==> config.mk <==
export PLATFORM = sky130hd
export DESIGN_NAME = radio_ctrl_top
export DESIGN_NICKNAME = d
export VERILOG_FILES = /design/src/logic/radio_ctrl_pkg.sv /design/src/logic/radio_stream_pkg.sv /design/src/logic/cmd_decoder.sv /design/src/logic/rx_sample_bank.sv /design/src/logic/upstream_framer.sv /design/src/logic/tx_keyer.sv /design/src/logic/radio_ctrl_top.sv
export VERILOG_INCLUDE_DIRS = /design/src /design/src/logic
export SDC_FILE = /design/constraint.sdc
export NUM_CORES = 2
export LEC_CHECK = 0
export ABC_AREA = 1
export BUFFER_PORTS_ARGS = -buffer_cell sky130_fd_sc_hd__buf_4
export CORE_MARGIN = 3
export CORE_UTILIZATION = 45
export CTS_CLUSTER_SIZE = 14
export DETAILED_ROUTE_END_ITERATION = 6
export HOLD_SLACK_MARGIN = 0.15
export PLACE_DENSITY = 0.7
export SYNTH_ARGS = -nofsm -noshare
export SYNTH_HDL_FRONTEND = slang
export SYNTH_SLANG_ARGS = --single-unit
==> constraint.sdc <==
create_clock -name clk -period 20.4 [get_ports clk]
set_input_delay 4.08 -clock clk [delete_from_list [all_inputs] [get_ports clk]]
set_output_delay 4.08 -clock clk [all_outputs]
set_load 0.05 [all_outputs]
==> src/logic/radio_consts.svh <==
`ifndef RADIO_CONSTS_SVH
`define RADIO_CONSTS_SVH

// --------------------
// Clock
// --------------------

// System clock in Hz
`define RADIO_CLK_FREQ 76800000

// Frequency scale of 2^57 / clock
// Precomputed for the supported oscillators
`define RADIO_M2 ((`RADIO_CLK_FREQ == 61440000) ? 32'd2345624805 : \
                  (`RADIO_CLK_FREQ == 79872000) ? 32'd1804326773 : \
                  (`RADIO_CLK_FREQ == 76800000) ? 32'd1876499845 : 32'd1954687338)

// Rounding term of 2^24
`define RADIO_M3 32'd16777216

// --------------------
// Receive side
// --------------------

// Number of receive channels
`define RADIO_NR 3

// Decimation for 48 ksps
// Faster rates halve this per rate code step
`define RADIO_RATE48 ((`RADIO_CLK_FREQ == 61440000) ? 6'd16 : \
                      (`RADIO_CLK_FREQ == 79872000) ? 6'd16 : \
                      (`RADIO_CLK_FREQ == 76800000) ? 6'd40 : 6'd24)

// --------------------
// Transmit side
// --------------------

// CW envelope ceiling at 8x the VNA drive level
`define RADIO_MAX_CWLEVEL 18'h26c00
// Fixed drive level in VNA mode
`define RADIO_VNA_LEVEL 16'h4d80

`endif

==> src/logic/radio_ctrl_pkg.sv <==
package radio_ctrl_pkg;

  // --------------------
  // Command bus fields
  // --------------------

  typedef logic [5:0]  cmd_addr_t;
  typedef logic [31:0] cmd_data_t;

  // NCO phase increment
  typedef logic [31:0] phase_t;
  // Receive channel index
  typedef logic [4:0]  chan_t;
  // Receive rate code, 0 = 48k up to 3 = 384k
  typedef logic [1:0]  rate_sel_t;
  // Decimation factor handed to the receivers
  typedef logic [5:0]  decim_t;

  // Gray ordered, frequency writes walk FREQ1..FREQ3
  typedef enum logic [1:0] {
    CMD_IDLE  = 2'b00,
    CMD_FREQ1 = 2'b01,
    CMD_FREQ2 = 2'b11,
    CMD_FREQ3 = 2'b10
  } cmd_state_e;

  // Host request, held stable until ack for frequency writes
  typedef struct packed {
    logic      rqst;
    cmd_addr_t addr;
    cmd_data_t data;
    logic      ptt;
  } cmd_req_t;

  // Radio control registers
  typedef struct packed {
    rate_sel_t rx_rate;
    chan_t     last_chan;
    logic      duplex;
    logic      vna;
    logic      int_ptt;
  } radio_ctrl_t;

endpackage

==> src/logic/radio_stream_pkg.sv <==
package radio_stream_pkg;

  // Receiver output sample
  typedef logic [23:0] sample_t;

  typedef struct packed {
    sample_t i;
    sample_t q;
  } iq_pair_t;

  // Transmit baseband sample and CW envelope
  typedef logic signed [15:0] tx_sample_t;
  typedef logic [17:0]        cw_level_t;

  // Upstream framer states
  typedef enum logic [1:0] {
    RXUS_WAIT1 = 2'b00,
    RXUS_I     = 2'b10,
    RXUS_Q     = 2'b11,
    RXUS_WAIT0 = 2'b01
  } rxus_state_e;

  // CW keying states
  typedef enum logic [1:0] {
    CW_RX      = 2'b00,
    CW_KEYDOWN = 2'b01,
    CW_KEYUP   = 2'b11
  } cw_state_e;

endpackage

==> src/logic/cmd_decoder.sv <==
`timescale 1ns/1ps
`include "radio_consts.svh"

module cmd_decoder (
  input  logic                                   clk,
  input  logic                                   reset_i,
  input  radio_ctrl_pkg::cmd_req_t               req_i,
  output logic                                   cmd_ack_o,
  output radio_ctrl_pkg::radio_ctrl_t            ctrl_o,
  output radio_ctrl_pkg::phase_t                 tx_phase_o,
  output radio_ctrl_pkg::phase_t [`RADIO_NR-1:0] rx_phase_o,
  output radio_ctrl_pkg::decim_t                 decim_o
);
  import radio_ctrl_pkg::*;

  cmd_state_e             state;
  cmd_state_e             state_next;
  logic                   is_freq;
  radio_ctrl_t            ctrl_q;
  logic [63:0]            freq_prod;
  phase_t                 freq_word;
  cmd_addr_t              freq_addr;
  logic                   single_rx;
  phase_t                 tx_phase_q;
  phase_t [`RADIO_NR-1:0] rx_phase_q;

  // --------------------
  // Command FSM
  // --------------------

  // Frequency addresses for TX, RX0..RX6 and the upper RX block
  always_comb begin
    case (req_i.addr)
      6'h01, 6'h02, 6'h03, 6'h04,
      6'h05, 6'h06, 6'h07, 6'h08,
      6'h12, 6'h13, 6'h14, 6'h15, 6'h16: is_freq = 1'b1;
      default: is_freq = 1'b0;
    endcase
  end

  always_comb begin
    state_next = state;
    case (state)
      CMD_IDLE: begin
        if (req_i.rqst && is_freq) state_next = CMD_FREQ1;
      end
      CMD_FREQ1: state_next = CMD_FREQ2;
      CMD_FREQ2: state_next = CMD_FREQ3;
      default:   state_next = CMD_IDLE;
    endcase
  end

  // Single-cycle ack closes the frequency write
  assign cmd_ack_o = (state == CMD_FREQ3);

  // State and control registers
  // Pure signal and predistort addresses fall through untouched
  always_ff @(posedge clk) begin
    if (reset_i) begin
      state  <= CMD_IDLE;
      ctrl_q <= '0;
    end else begin
      state <= state_next;
      // PTT tracks every request
      if (req_i.rqst) ctrl_q.int_ptt <= req_i.ptt;
      if (req_i.rqst && state == CMD_IDLE) begin
        if (req_i.addr == 6'h00) begin
          ctrl_q.rx_rate   <= req_i.data[25:24];
          ctrl_q.last_chan <= req_i.data[7:3];
          ctrl_q.duplex    <= req_i.data[2];
        end else if (req_i.addr == 6'h09) begin
          ctrl_q.vna <= req_i.data[23];
        end
      end
    end
  end

  // --------------------
  // Frequency multiply
  // --------------------

  // Two cycles allowed for the multiply before the capture in FREQ2
  assign freq_prod = req_i.data * `RADIO_M2 + `RADIO_M3;

  always_ff @(posedge clk) begin
    if (state == CMD_FREQ2) begin
      freq_word <= freq_prod[56:25];
      freq_addr <= req_i.addr;
    end
  end

  // RX0 follows TX in simplex with one receiver
  assign single_rx = !ctrl_q.duplex && (ctrl_q.last_chan == 5'd0);

  // Phase steering on the ack cycle
  always_ff @(posedge clk) begin
    if (reset_i) begin
      tx_phase_q <= '0;
      rx_phase_q <= '0;
    end else if (state == CMD_FREQ3) begin
      if (freq_addr == 6'h01) begin
        tx_phase_q <= freq_word;
        if (single_rx) rx_phase_q[0] <= freq_word;
      end
      if (freq_addr == 6'h02) begin
        rx_phase_q[0] <= single_rx ? tx_phase_q : freq_word;
      end
      // RX1 and up sit at address c+2
      for (int c = 1; c < `RADIO_NR; c++) begin
        if (freq_addr == cmd_addr_t'(c + 2)) rx_phase_q[c] <= freq_word;
      end
    end
  end

  // Rate code halves the 48k decimation per step
  assign decim_o    = `RADIO_RATE48 >> ctrl_q.rx_rate;
  assign ctrl_o     = ctrl_q;
  assign tx_phase_o = tx_phase_q;
  assign rx_phase_o = rx_phase_q;

  // Ack exactly three cycles after an accepted request
  a_ack_timing: assert property (@(posedge clk) disable iff (reset_i)
    cmd_ack_o |-> $past(state == CMD_IDLE && req_i.rqst, 3));

  // Idle holds without a request
  a_idle_hold: assert property (@(posedge clk) disable iff (reset_i)
    (state == CMD_IDLE && !req_i.rqst) |=> (state == CMD_IDLE));

endmodule

==> src/logic/rx_sample_bank.sv <==
`timescale 1ns/1ps
`include "radio_consts.svh"

module rx_sample_bank (
  input  logic                                     clk,
  input  logic                                     reset_i,
  input  logic                                     rx_strobe_i,
  input  radio_stream_pkg::iq_pair_t [`RADIO_NR-1:0] rx_iq_i,
  output logic                                     strobe_o,
  output radio_stream_pkg::iq_pair_t [`RADIO_NR-1:0] bank_o
);

  logic strobe_q;
  logic strobe_rise;

  // Strobe delayed to line up with the bank contents
  always_ff @(posedge clk) begin
    if (reset_i) begin
      strobe_q <= 1'b0;
    end else begin
      strobe_q <= rx_strobe_i;
    end
  end

  assign strobe_rise = rx_strobe_i && !strobe_q;

  // --------------------
  // Snapshot
  // --------------------

  // All channels captured together
  // Held for the whole frame while the framer serializes
  always_ff @(posedge clk) begin
    if (strobe_rise) bank_o <= rx_iq_i;
  end

  assign strobe_o = strobe_q;

endmodule

==> src/logic/upstream_framer.sv <==
`timescale 1ns/1ps
`include "radio_consts.svh"

module upstream_framer (
  input  logic                                       clk,
  input  logic                                       reset_i,
  input  logic                                       strobe_i,
  input  radio_stream_pkg::iq_pair_t [`RADIO_NR-1:0] bank_i,
  input  radio_ctrl_pkg::chan_t                      last_chan_i,
  output radio_stream_pkg::sample_t                  rx_tdata_o,
  output logic                                       rx_tvalid_o,
  output logic                                       rx_tlast_o,
  input  logic                                       rx_tready_i
);
  import radio_ctrl_pkg::*;
  import radio_stream_pkg::*;

  rxus_state_e state;
  rxus_state_e state_next;
  chan_t       chan;
  chan_t       chan_next;
  iq_pair_t    cur_pair;

  // Channel select, zero past the last built channel
  always_comb begin
    cur_pair = '0;
    for (int c = 0; c < `RADIO_NR; c++) begin
      if (chan == chan_t'(c)) cur_pair = bank_i[c];
    end
  end

  // --------------------
  // Framer FSM
  // --------------------

  // Ready sampled only at frame start
  always_comb begin
    state_next  = state;
    chan_next   = chan;
    rx_tdata_o  = '0;
    rx_tvalid_o = 1'b0;
    rx_tlast_o  = 1'b0;
    case (state)
      RXUS_WAIT1: begin
        chan_next = '0;
        if (strobe_i && rx_tready_i) state_next = RXUS_I;
      end
      RXUS_I: begin
        rx_tvalid_o = 1'b1;
        rx_tdata_o  = cur_pair.i;
        state_next  = RXUS_Q;
      end
      RXUS_Q: begin
        rx_tvalid_o = 1'b1;
        rx_tdata_o  = cur_pair.q;
        if (chan == last_chan_i) begin
          rx_tlast_o = 1'b1;
          state_next = RXUS_WAIT0;
        end else begin
          chan_next  = chan + 5'd1;
          state_next = RXUS_I;
        end
      end
      default: begin
        // Hold off until the strobe drops
        chan_next = '0;
        if (!strobe_i) state_next = RXUS_WAIT1;
      end
    endcase
  end

  always_ff @(posedge clk) begin
    if (reset_i) begin
      state <= RXUS_WAIT1;
      chan  <= '0;
    end else begin
      state <= state_next;
      chan  <= chan_next;
    end
  end

  // Last beat is valid and ends the burst
  a_tlast_ends_frame: assert property (@(posedge clk) disable iff (reset_i)
    rx_tlast_o |-> rx_tvalid_o ##1 !rx_tvalid_o);

endmodule

==> src/logic/tx_keyer.sv <==
`timescale 1ns/1ps
`include "radio_consts.svh"

module tx_keyer (
  input  logic                          clk,
  input  logic                          reset_i,
  input  logic                          ext_cwkey_i,
  input  logic                          ext_ptt_i,
  input  logic                          ext_txinhibit_i,
  input  radio_ctrl_pkg::radio_ctrl_t   ctrl_i,
  input  radio_stream_pkg::tx_sample_t  base_i_i,
  input  radio_stream_pkg::tx_sample_t  base_q_i,
  output radio_stream_pkg::tx_sample_t  tx_i_o,
  output radio_stream_pkg::tx_sample_t  tx_q_o,
  output logic                          tx_en_o
);
  import radio_stream_pkg::*;

  cw_state_e cw_state;
  cw_level_t cw_level;
  logic      keyed;
  logic      ptt;

  // --------------------
  // CW envelope
  // --------------------

  // Linear ramp, one step per clock each way
  always_ff @(posedge clk) begin
    if (reset_i) begin
      cw_state <= CW_RX;
      cw_level <= '0;
    end else begin
      case (cw_state)
        CW_RX: begin
          cw_level <= '0;
          if (ext_cwkey_i) cw_state <= CW_KEYDOWN;
        end
        CW_KEYDOWN: begin
          // Saturate at the ceiling
          if (cw_level != `RADIO_MAX_CWLEVEL) cw_level <= cw_level + 18'd1;
          if (!ext_cwkey_i) cw_state <= CW_KEYUP;
        end
        CW_KEYUP: begin
          if (cw_level == 18'd0) cw_state <= CW_RX;
          else cw_level <= cw_level - 18'd1;
        end
        default: cw_state <= CW_RX;
      endcase
    end
  end

  assign keyed = (cw_state != CW_RX);

  // PTT from any source, inhibit wins
  assign ptt     = (ext_ptt_i | ctrl_i.int_ptt | ext_cwkey_i) & ~ext_txinhibit_i;
  assign tx_en_o = (ptt | ctrl_i.vna) & ~ext_txinhibit_i;

  // Source select, VNA over CW over baseband
  assign tx_i_o = ctrl_i.vna ? `RADIO_VNA_LEVEL :
                  keyed      ? {1'b0, cw_level[17:3]} : base_i_i;
  assign tx_q_o = (ctrl_i.vna || keyed) ? 16'sd0 : base_q_i;

  a_cw_ceiling: assert property (@(posedge clk) disable iff (reset_i)
    cw_level <= `RADIO_MAX_CWLEVEL);

endmodule

==> src/logic/radio_ctrl_top.sv <==
`timescale 1ns/1ps
`include "radio_consts.svh"

module radio_ctrl_top (
  input  logic                                       clk,
  input  logic                                       reset_i,
  input  radio_ctrl_pkg::cmd_req_t                   cmd_req_i,
  output logic                                       cmd_ack_o,
  input  logic                                       ext_cwkey_i,
  input  logic                                       ext_ptt_i,
  input  logic                                       ext_txinhibit_i,
  input  radio_stream_pkg::tx_sample_t               base_i_i,
  input  radio_stream_pkg::tx_sample_t               base_q_i,
  output radio_stream_pkg::tx_sample_t               tx_i_o,
  output radio_stream_pkg::tx_sample_t               tx_q_o,
  output logic                                       tx_en_o,
  output radio_ctrl_pkg::phase_t                     tx_phase_o,
  output radio_ctrl_pkg::phase_t [`RADIO_NR-1:0]     rx_phase_o,
  output radio_ctrl_pkg::decim_t                     decim_o,
  input  logic                                       rx_strobe_i,
  input  radio_stream_pkg::iq_pair_t [`RADIO_NR-1:0] rx_iq_i,
  output radio_stream_pkg::sample_t                  rx_tdata_o,
  output logic                                       rx_tvalid_o,
  output logic                                       rx_tlast_o,
  input  logic                                       rx_tready_i
);
  import radio_ctrl_pkg::*;
  import radio_stream_pkg::*;

  radio_ctrl_t            ctrl;
  phase_t                 tx_phase;
  phase_t [`RADIO_NR-1:0] rx_phase;
  logic                   strobe_d;
  iq_pair_t [`RADIO_NR-1:0] bank;

  cmd_decoder u_cmd_decoder (
    .clk        (clk),
    .reset_i    (reset_i),
    .req_i      (cmd_req_i),
    .cmd_ack_o  (cmd_ack_o),
    .ctrl_o     (ctrl),
    .tx_phase_o (tx_phase),
    .rx_phase_o (rx_phase),
    .decim_o    (decim_o)
  );

  rx_sample_bank u_rx_sample_bank (
    .clk         (clk),
    .reset_i     (reset_i),
    .rx_strobe_i (rx_strobe_i),
    .rx_iq_i     (rx_iq_i),
    .strobe_o    (strobe_d),
    .bank_o      (bank)
  );

  upstream_framer u_upstream_framer (
    .clk         (clk),
    .reset_i     (reset_i),
    .strobe_i    (strobe_d),
    .bank_i      (bank),
    .last_chan_i (ctrl.last_chan),
    .rx_tdata_o  (rx_tdata_o),
    .rx_tvalid_o (rx_tvalid_o),
    .rx_tlast_o  (rx_tlast_o),
    .rx_tready_i (rx_tready_i)
  );

  tx_keyer u_tx_keyer (
    .clk             (clk),
    .reset_i         (reset_i),
    .ext_cwkey_i     (ext_cwkey_i),
    .ext_ptt_i       (ext_ptt_i),
    .ext_txinhibit_i (ext_txinhibit_i),
    .ctrl_i          (ctrl),
    .base_i_i        (base_i_i),
    .base_q_i        (base_q_i),
    .tx_i_o          (tx_i_o),
    .tx_q_o          (tx_q_o),
    .tx_en_o         (tx_en_o)
  );

  // VNA sweeps the TX on the RX0 frequency
  assign tx_phase_o = ctrl.vna ? rx_phase[0] : tx_phase;
  assign rx_phase_o = rx_phase;

endmodule

# Word-level counts from Yosys, hierarchy flattened
# Memories as Yosys holds them, arrays and structs flattened.
# Cells that the tools add are included.
[totals]
reg_bits = 350
rom_bits = 32
in_bits = 223
memories = 1
[mem_list]
columns = ["name", "words", "word_bits", "rd", "rd_clocked_by_memory_dff", "wr", "line_no", "text"]
rows = [
  ["(name not given)", 32, 1, 1, 0, 0, "cmd_decoder.sv:33", "case (req_i.addr)"],
]
[classes]
n_addsub = 4
multipliers = 1
n_eq_ne = 25
shifts = 1
mux = 31
bitwise_logic = 8
n_reduce_logical = 30
[op_table]
columns = ["operator", "count"]
rows = [
  ["$mux 32", 5],
  ["$mux 48", 3],
  ["$add 57x25->57 const B", 1],
  ["$mul 32x31->57 const B", 1],
  ["$pmux 18 s3", 1],
  ["$mux 16", 3],
  ["$pmux 24 s2", 1],
  ["$mux 18", 2],
  ["$add 18x1->18 const B", 1],
  ["$logic_not 18->1", 1],
  ["$ne 18x18->1 const B", 1],
  ["$pmux 2 s3", 3],
  ["$sub 18x1->18 const B", 1],
  ["$mux 2", 7],
  ["$eq 6x2->1 const B", 2],
  ["$reduce_and 2->1", 6],
  ["$reduce_and 3->1", 4],
  ["$eq 2x2->1 const B", 5],
  ["$logic_not 5->1", 2],
  ["$pmux 5 s2", 1],
  ["$ne 2x1->1 const B", 4],
  ["$ne 2x2->1 const B", 4],
  ["$eq 6x1->1 const B", 1],
  ["$eq 6x3->1 const B", 1],
  ["21 further kinds", 39],
]

# Logic depth before layout (Yosys ltp)
[depth]
depth_word = 5
mapped_depth = 29

# Hierarchy
# A second synthesis with hierarchy kept.
[hier_totals]
cells_unflattened = 3728
hier_area_um2 = 32695.1
[by_module_without_submodules]
columns = ["module", "instances", "cells_per_inst", "area_each_um2", "seq_area_each_um2"]
rows = [
  ["cmd_decoder", 1, 2742, 23730.3, 3943.8],
  ["rx_sample_bank", 1, 148, 4355.4, 4344.2],
  ["tx_keyer", 1, 413, 2270.9, 400.4],
  ["upstream_framer", 1, 321, 1846.8, 140.1],
  ["radio_ctrl_top", 1, 104, 491.7, 0.0],
]

# Least setup slack after synthesis
# No wires, ideal clock.
[synth_timing]
kind = "input-to-reg"
startpoint = "input rx_strobe_i"
endpoint = "register u_rx_sample_bank.bank_o[0] (netlist bit), enable pin"
setup_time_ps = 654
arrival_ps = 10174
setup_slack_ps = 9572
stages = 2
cell_sequence = "inv_1 nor2_1"
[synth_via]
elab_chain_cells = 1
[synth_lines]
columns = ["element", "line_no", "text"]
rows = [
  ["start, declared", "radio_ctrl_top.sv:20", "input logic rx_strobe_i,"],
  ["$logic_and 1x1->1", "rx_sample_bank.sv:25", "assign strobe_rise = rx_strobe_i && !strobe_q;"],
  ["named net u_rx_sample_bank.strobe_rise", "rx_sample_bank.sv:14", "logic strobe_rise;"],
  ["end signal, assigned", "rx_sample_bank.sv:34", "if (strobe_rise) bank_o <= rx_iq_i;"],
  ["end, declared", "rx_sample_bank.sv:10", "output radio_stream_pkg::iq_pair_t [`RADIO_NR-1:0] bank_o"],
]
# The timed path passes the listed nets, and every way through them passes these cells.
# A chain may end at the register's enable or synchronous reset.

# Worst setup path in the final report
[layout_timing]
startpoint = "input cmd_req_i[19] (netlist bit)"
endpoint = "register u_cmd_decoder.freq_word[29] (data pin)"
[layout_via]
elab_chain_cells = 2
[layout_lines]
columns = ["element", "line_no", "text"]
rows = [
  ["start, declared", "radio_ctrl_top.sv:7", "input radio_ctrl_pkg::cmd_req_t cmd_req_i,"],
  ["$mul 32x31->57 (no source line)", "--", ""],
  ["$add 57x25->57 (no source line)", "--", ""],
  ["named net u_cmd_decoder.freq_prod[54]", "cmd_decoder.sv:20", "logic [63:0] freq_prod;"],
  ["end signal, assigned", "cmd_decoder.sv:87", "freq_word <= freq_prod[56:25];"],
  ["end, declared", "cmd_decoder.sv:21", "phase_t freq_word;"],
]
# The timed path passes the listed nets, and every way through them passes these cells.

==> impl_metrics.json <==
{
  "outcome": "finished clean",
  "grt_overflow_total": 0,
  "slew_headroom_pct": 22.4,
  "area_delta_synth_final_pct": 16.2,
  "rsz0062_at_grt": "false",
  "cts_setup_buffers": 0,
  "hp-class": "flip-flop to flip-flop",
  "syn_inst": 3677,
  "max_cap_violations": 0,
  "syn_avg_cell_area_um2": 8.82,
  "core_um2": 70800,
  "tightest_slew_ns": 1.16,
  "path_class": "primary input to flip-flop",
  "hold_start": "u_cmd_decoder.state[1]$_SDFFE_PP0P_",
  "rr_startpoint": "u_tx_keyer.cw_state[0]$_SDFFE_PP0P_",
  "r2r-end": "u_tx_keyer.cw_level[15]$_SDFFE_PP0P_",
  "synth_fp_nets": 4627,
  "rrSetupSlack_ns": 17.70,
  "post_cts_resized": 0,
  "fin_crit_sh_pct": 49.3,
  "layout_commonest_cell": "inv_1",
  "synth_cell_types": 51,
  "final_cell_mix": "inv_1, nand2_1, buf_4",
  "setup-violations-final": 0,
  "start_util_pct": 45.8,
  "routedWlPerCell_um": 20.3,
  "grt_pass1_wl_um": 153000,
  "hpwlAfterDp_um": 84600,
  "gp_congestion": 0.982,
  "dieArea_um2": 75400,
  "ff2ff_path_depth": 12,
  "ctsHoldBuffers": 0,
  "via_per_inst": 5.11,
  "grt_max_degree": 129,
  "period_needed_ns": 10.06,
  "drive_gt1_share_pct": 13.0,
  "portBuffers": 416,
  "num-nets-final": 5004,
  "max_freq_ghz": 0.0994,
  "final_hold_viol_count": 0,
  "endpoint_kind": "flip-flop",
  "synth_area_leaders": "fa_1, edfxtp_1, ha_1, dfxtp_1, inv_1",
  "timing.critical_path.arrival_ns": 10.35,
  "cts_tree": "built",
  "clkSlewWorstSetupHoldPaths_ns": 0.06,
  "fillerInstances": 6508,
  "startpoint_type": "primary input",
  "die_width_um": 275,
  "io_pins": 417,
  "htreeDepth": 2,
  "finClkSkew_ns": 0.0281,
  "ys_seq_elements": 350,
  "cts-root-buf": "clkbuf_16",
  "grt_pass1_vias": 25710,
  "synth_edf_count": 182,
  "wl_um": 102000,
  "yosys_warnings": 0,
  "hold_end": "u_cmd_decoder.state[0]$_SDFFE_PP0P_",
  "async_flop_share_pct": 0,
  "tns_ns": 0,
  "ys_seq_area_share_pct": 27.2,
  "numCtsBuffers": 39,
  "clk_latency_ns": 0.58,
  "track_usage_pct": 26.9,
  "die_height_um": 275,
  "ys.flop_type": "edfxtp_1",
  "clock-sinks": 350,
  "antenna_found_initial": 3,
  "synth_area_um2": 32400,
  "core.rowCount": 97,
  "ant_nets": 0,
  "synth_top_area_cell": "fa_1",
  "drc": 0,
  "drv_slew": 0,
  "synth.top_cell.area_share_pct": 24.2,
  "worst-endpoint-required_ns": 20.70,
  "clockBufferDepth": 3,
  "holdPathStages": 1,
  "drt_iter0_drc": 2040,
  "dr.pass1.iters": 6,
  "crit_fanout": 7,
  "vias": 25694
}
-- area by class of cell --
cell class | instances | area (um2) | share of cell area (%)
Antenna cell | 2 | 5.00 | 0.0133
Clock buffer | 57 | 1100 | 2.93
Clock inverter | 14 | 186 | 0.495
Inverter | 835 | 3130 | 8.31
Multi-Input combinational cell | 2398 | 20000 | 53.1
Sequential cell | 350 | 8830 | 23.4
Tap cell | 940 | 1180 | 3.12
Timing Repair Buffer | 430 | 3230 | 8.56
-- cells by family (layout without fill, tap and decap cells) --
kind of cell,count (synthesis),after routing,synth area share (%)
adders and majority gates,727,727,37.1
AOI/OAI and AO/OA,555,555,10.1
buffers and inverters,929,1336,11.0
other,0,2,0
xor gates and xnor gates,28,28,0.756
and+or+nand+nor,1088,1088,13.8
DFF,350,350,27.2
-- metrics by stage --
stage                     util, %  area, um2  setup WS (ns)  cells  hold slack, ns
after floorplan                 -      32400           9.57   3677           0.422
after global placement       51.5      36400           9.92   4953           0.437
after detailed placement     51.5      36400           9.85   4953           0.461
after CTS                    53.3      37700          10.42   5024           0.471
after global routing         53.3      37700           9.96   5026           0.478
final                        53.3      37700          10.34   5026           0.471
-- worst max-delay path by stage --
| stage | startpoint | to | slack, ns | cells after the start |
|---|---|---|---|---|
| after floorplan | rx_strobe_i | u_rx_sample_bank.bank_o[0]$_DFFE_PP_ | 9.57 | 2 |
| after global placement | cmd_req_i[19] | u_cmd_decoder.freq_word[29]$_DFFE_PP_ | 9.92 | 23 |
| after detailed placement | cmd_req_i[19] | u_cmd_decoder.freq_word[29]$_DFFE_PP_ | 9.85 | 23 |
| after CTS | cmd_req_i[19] | u_cmd_decoder.freq_word[29]$_DFFE_PP_ | 10.42 | 23 |
| after global routing | cmd_req_i[19] | u_cmd_decoder.freq_word[29]$_DFFE_PP_ | 9.96 | 23 |
| final | cmd_req_i[19] | u_cmd_decoder.freq_word[29]$_DFFE_PP_ | 10.34 | 23 |
-- critical path, cell delays in order --
cell and delay [ns]:
buf_4 0.15, inv_1 0.11, fa_1 0.67, fa_1 0.48, fa_1 0.56, inv_1 0.05
fa_1 0.49, fa_1 0.50, inv_1 0.05, fa_1 0.42, fa_1 0.53, inv_1 0.04
ha_1 0.27, ha_1 0.46, nand2_1 0.14, nor2_1 0.16, inv_1 0.07, nor3_1 0.39
nand2_1 0.21, nor3_1 0.18, nand2_1 0.13, nand4_1 0.10, nand2_1 0.09
-- cell usage after synthesis (all sizes together) (2+ instances only) --
| cell | number |
|---|---|
| a21oi | 151 |
| dfxtp | 168 |
| nor3b | 4 |
| a22o | 72 |
| nand3b | 3 |
| a21o | 4 |
| nor4 | 4 |
| xnor2 | 12 |
| buf | 40 |
| nor3 | 15 |
| o21bai | 16 |
| nand4 | 25 |
| fa | 392 |
| xor2 | 16 |
| or2 | 7 |
| a211oi | 10 |
| o21ai | 261 |
| o21a | 2 |
| ha | 335 |
| edfxtp | 182 |
| nor2 | 390 |
| clkbuf | 54 |
| nand3 | 110 |
| inv | 832 |
| clkinv | 3 |
| nand2 | 523 |
| o211ai | 36 |
| and2 | 5 |
-- flip-flops by register name (all words and copies together) (netlist names) --
register and cells:
u_upstream_framer.chan 5, u_cmd_decoder.freq_addr 6, u_upstream_framer.state 2, u_cmd_decoder.freq_word 32, u_cmd_decoder.ctrl_o 10, u_cmd_decoder.tx_phase_o 32
u_cmd_decoder.state 2, u_tx_keyer.cw_state 2, u_tx_keyer.cw_level 18, u_rx_sample_bank.strobe_o 1, u_rx_sample_bank.bank_o 144, u_cmd_decoder.rx_phase_o 96
-- layer usage --
| metal | vias up | GRT usage [%] | part of all wire [%] |
|---|---|---|---|
| li1 | 12323 | - | - |
| met1 | 12334 | 36.9 | 44 |
| met2 | 873 | 43.1 | 46 |
| met3 | 162 | 5.47 | 7.2 |
| met4 | 2 | 7.91 | 3.0 |
| met5 | - | 0 | 0.013 |
Power is left out: the tool's default activity adds up to more than one toggle a clock period on the data nets, which glitch-free logic cannot reach.
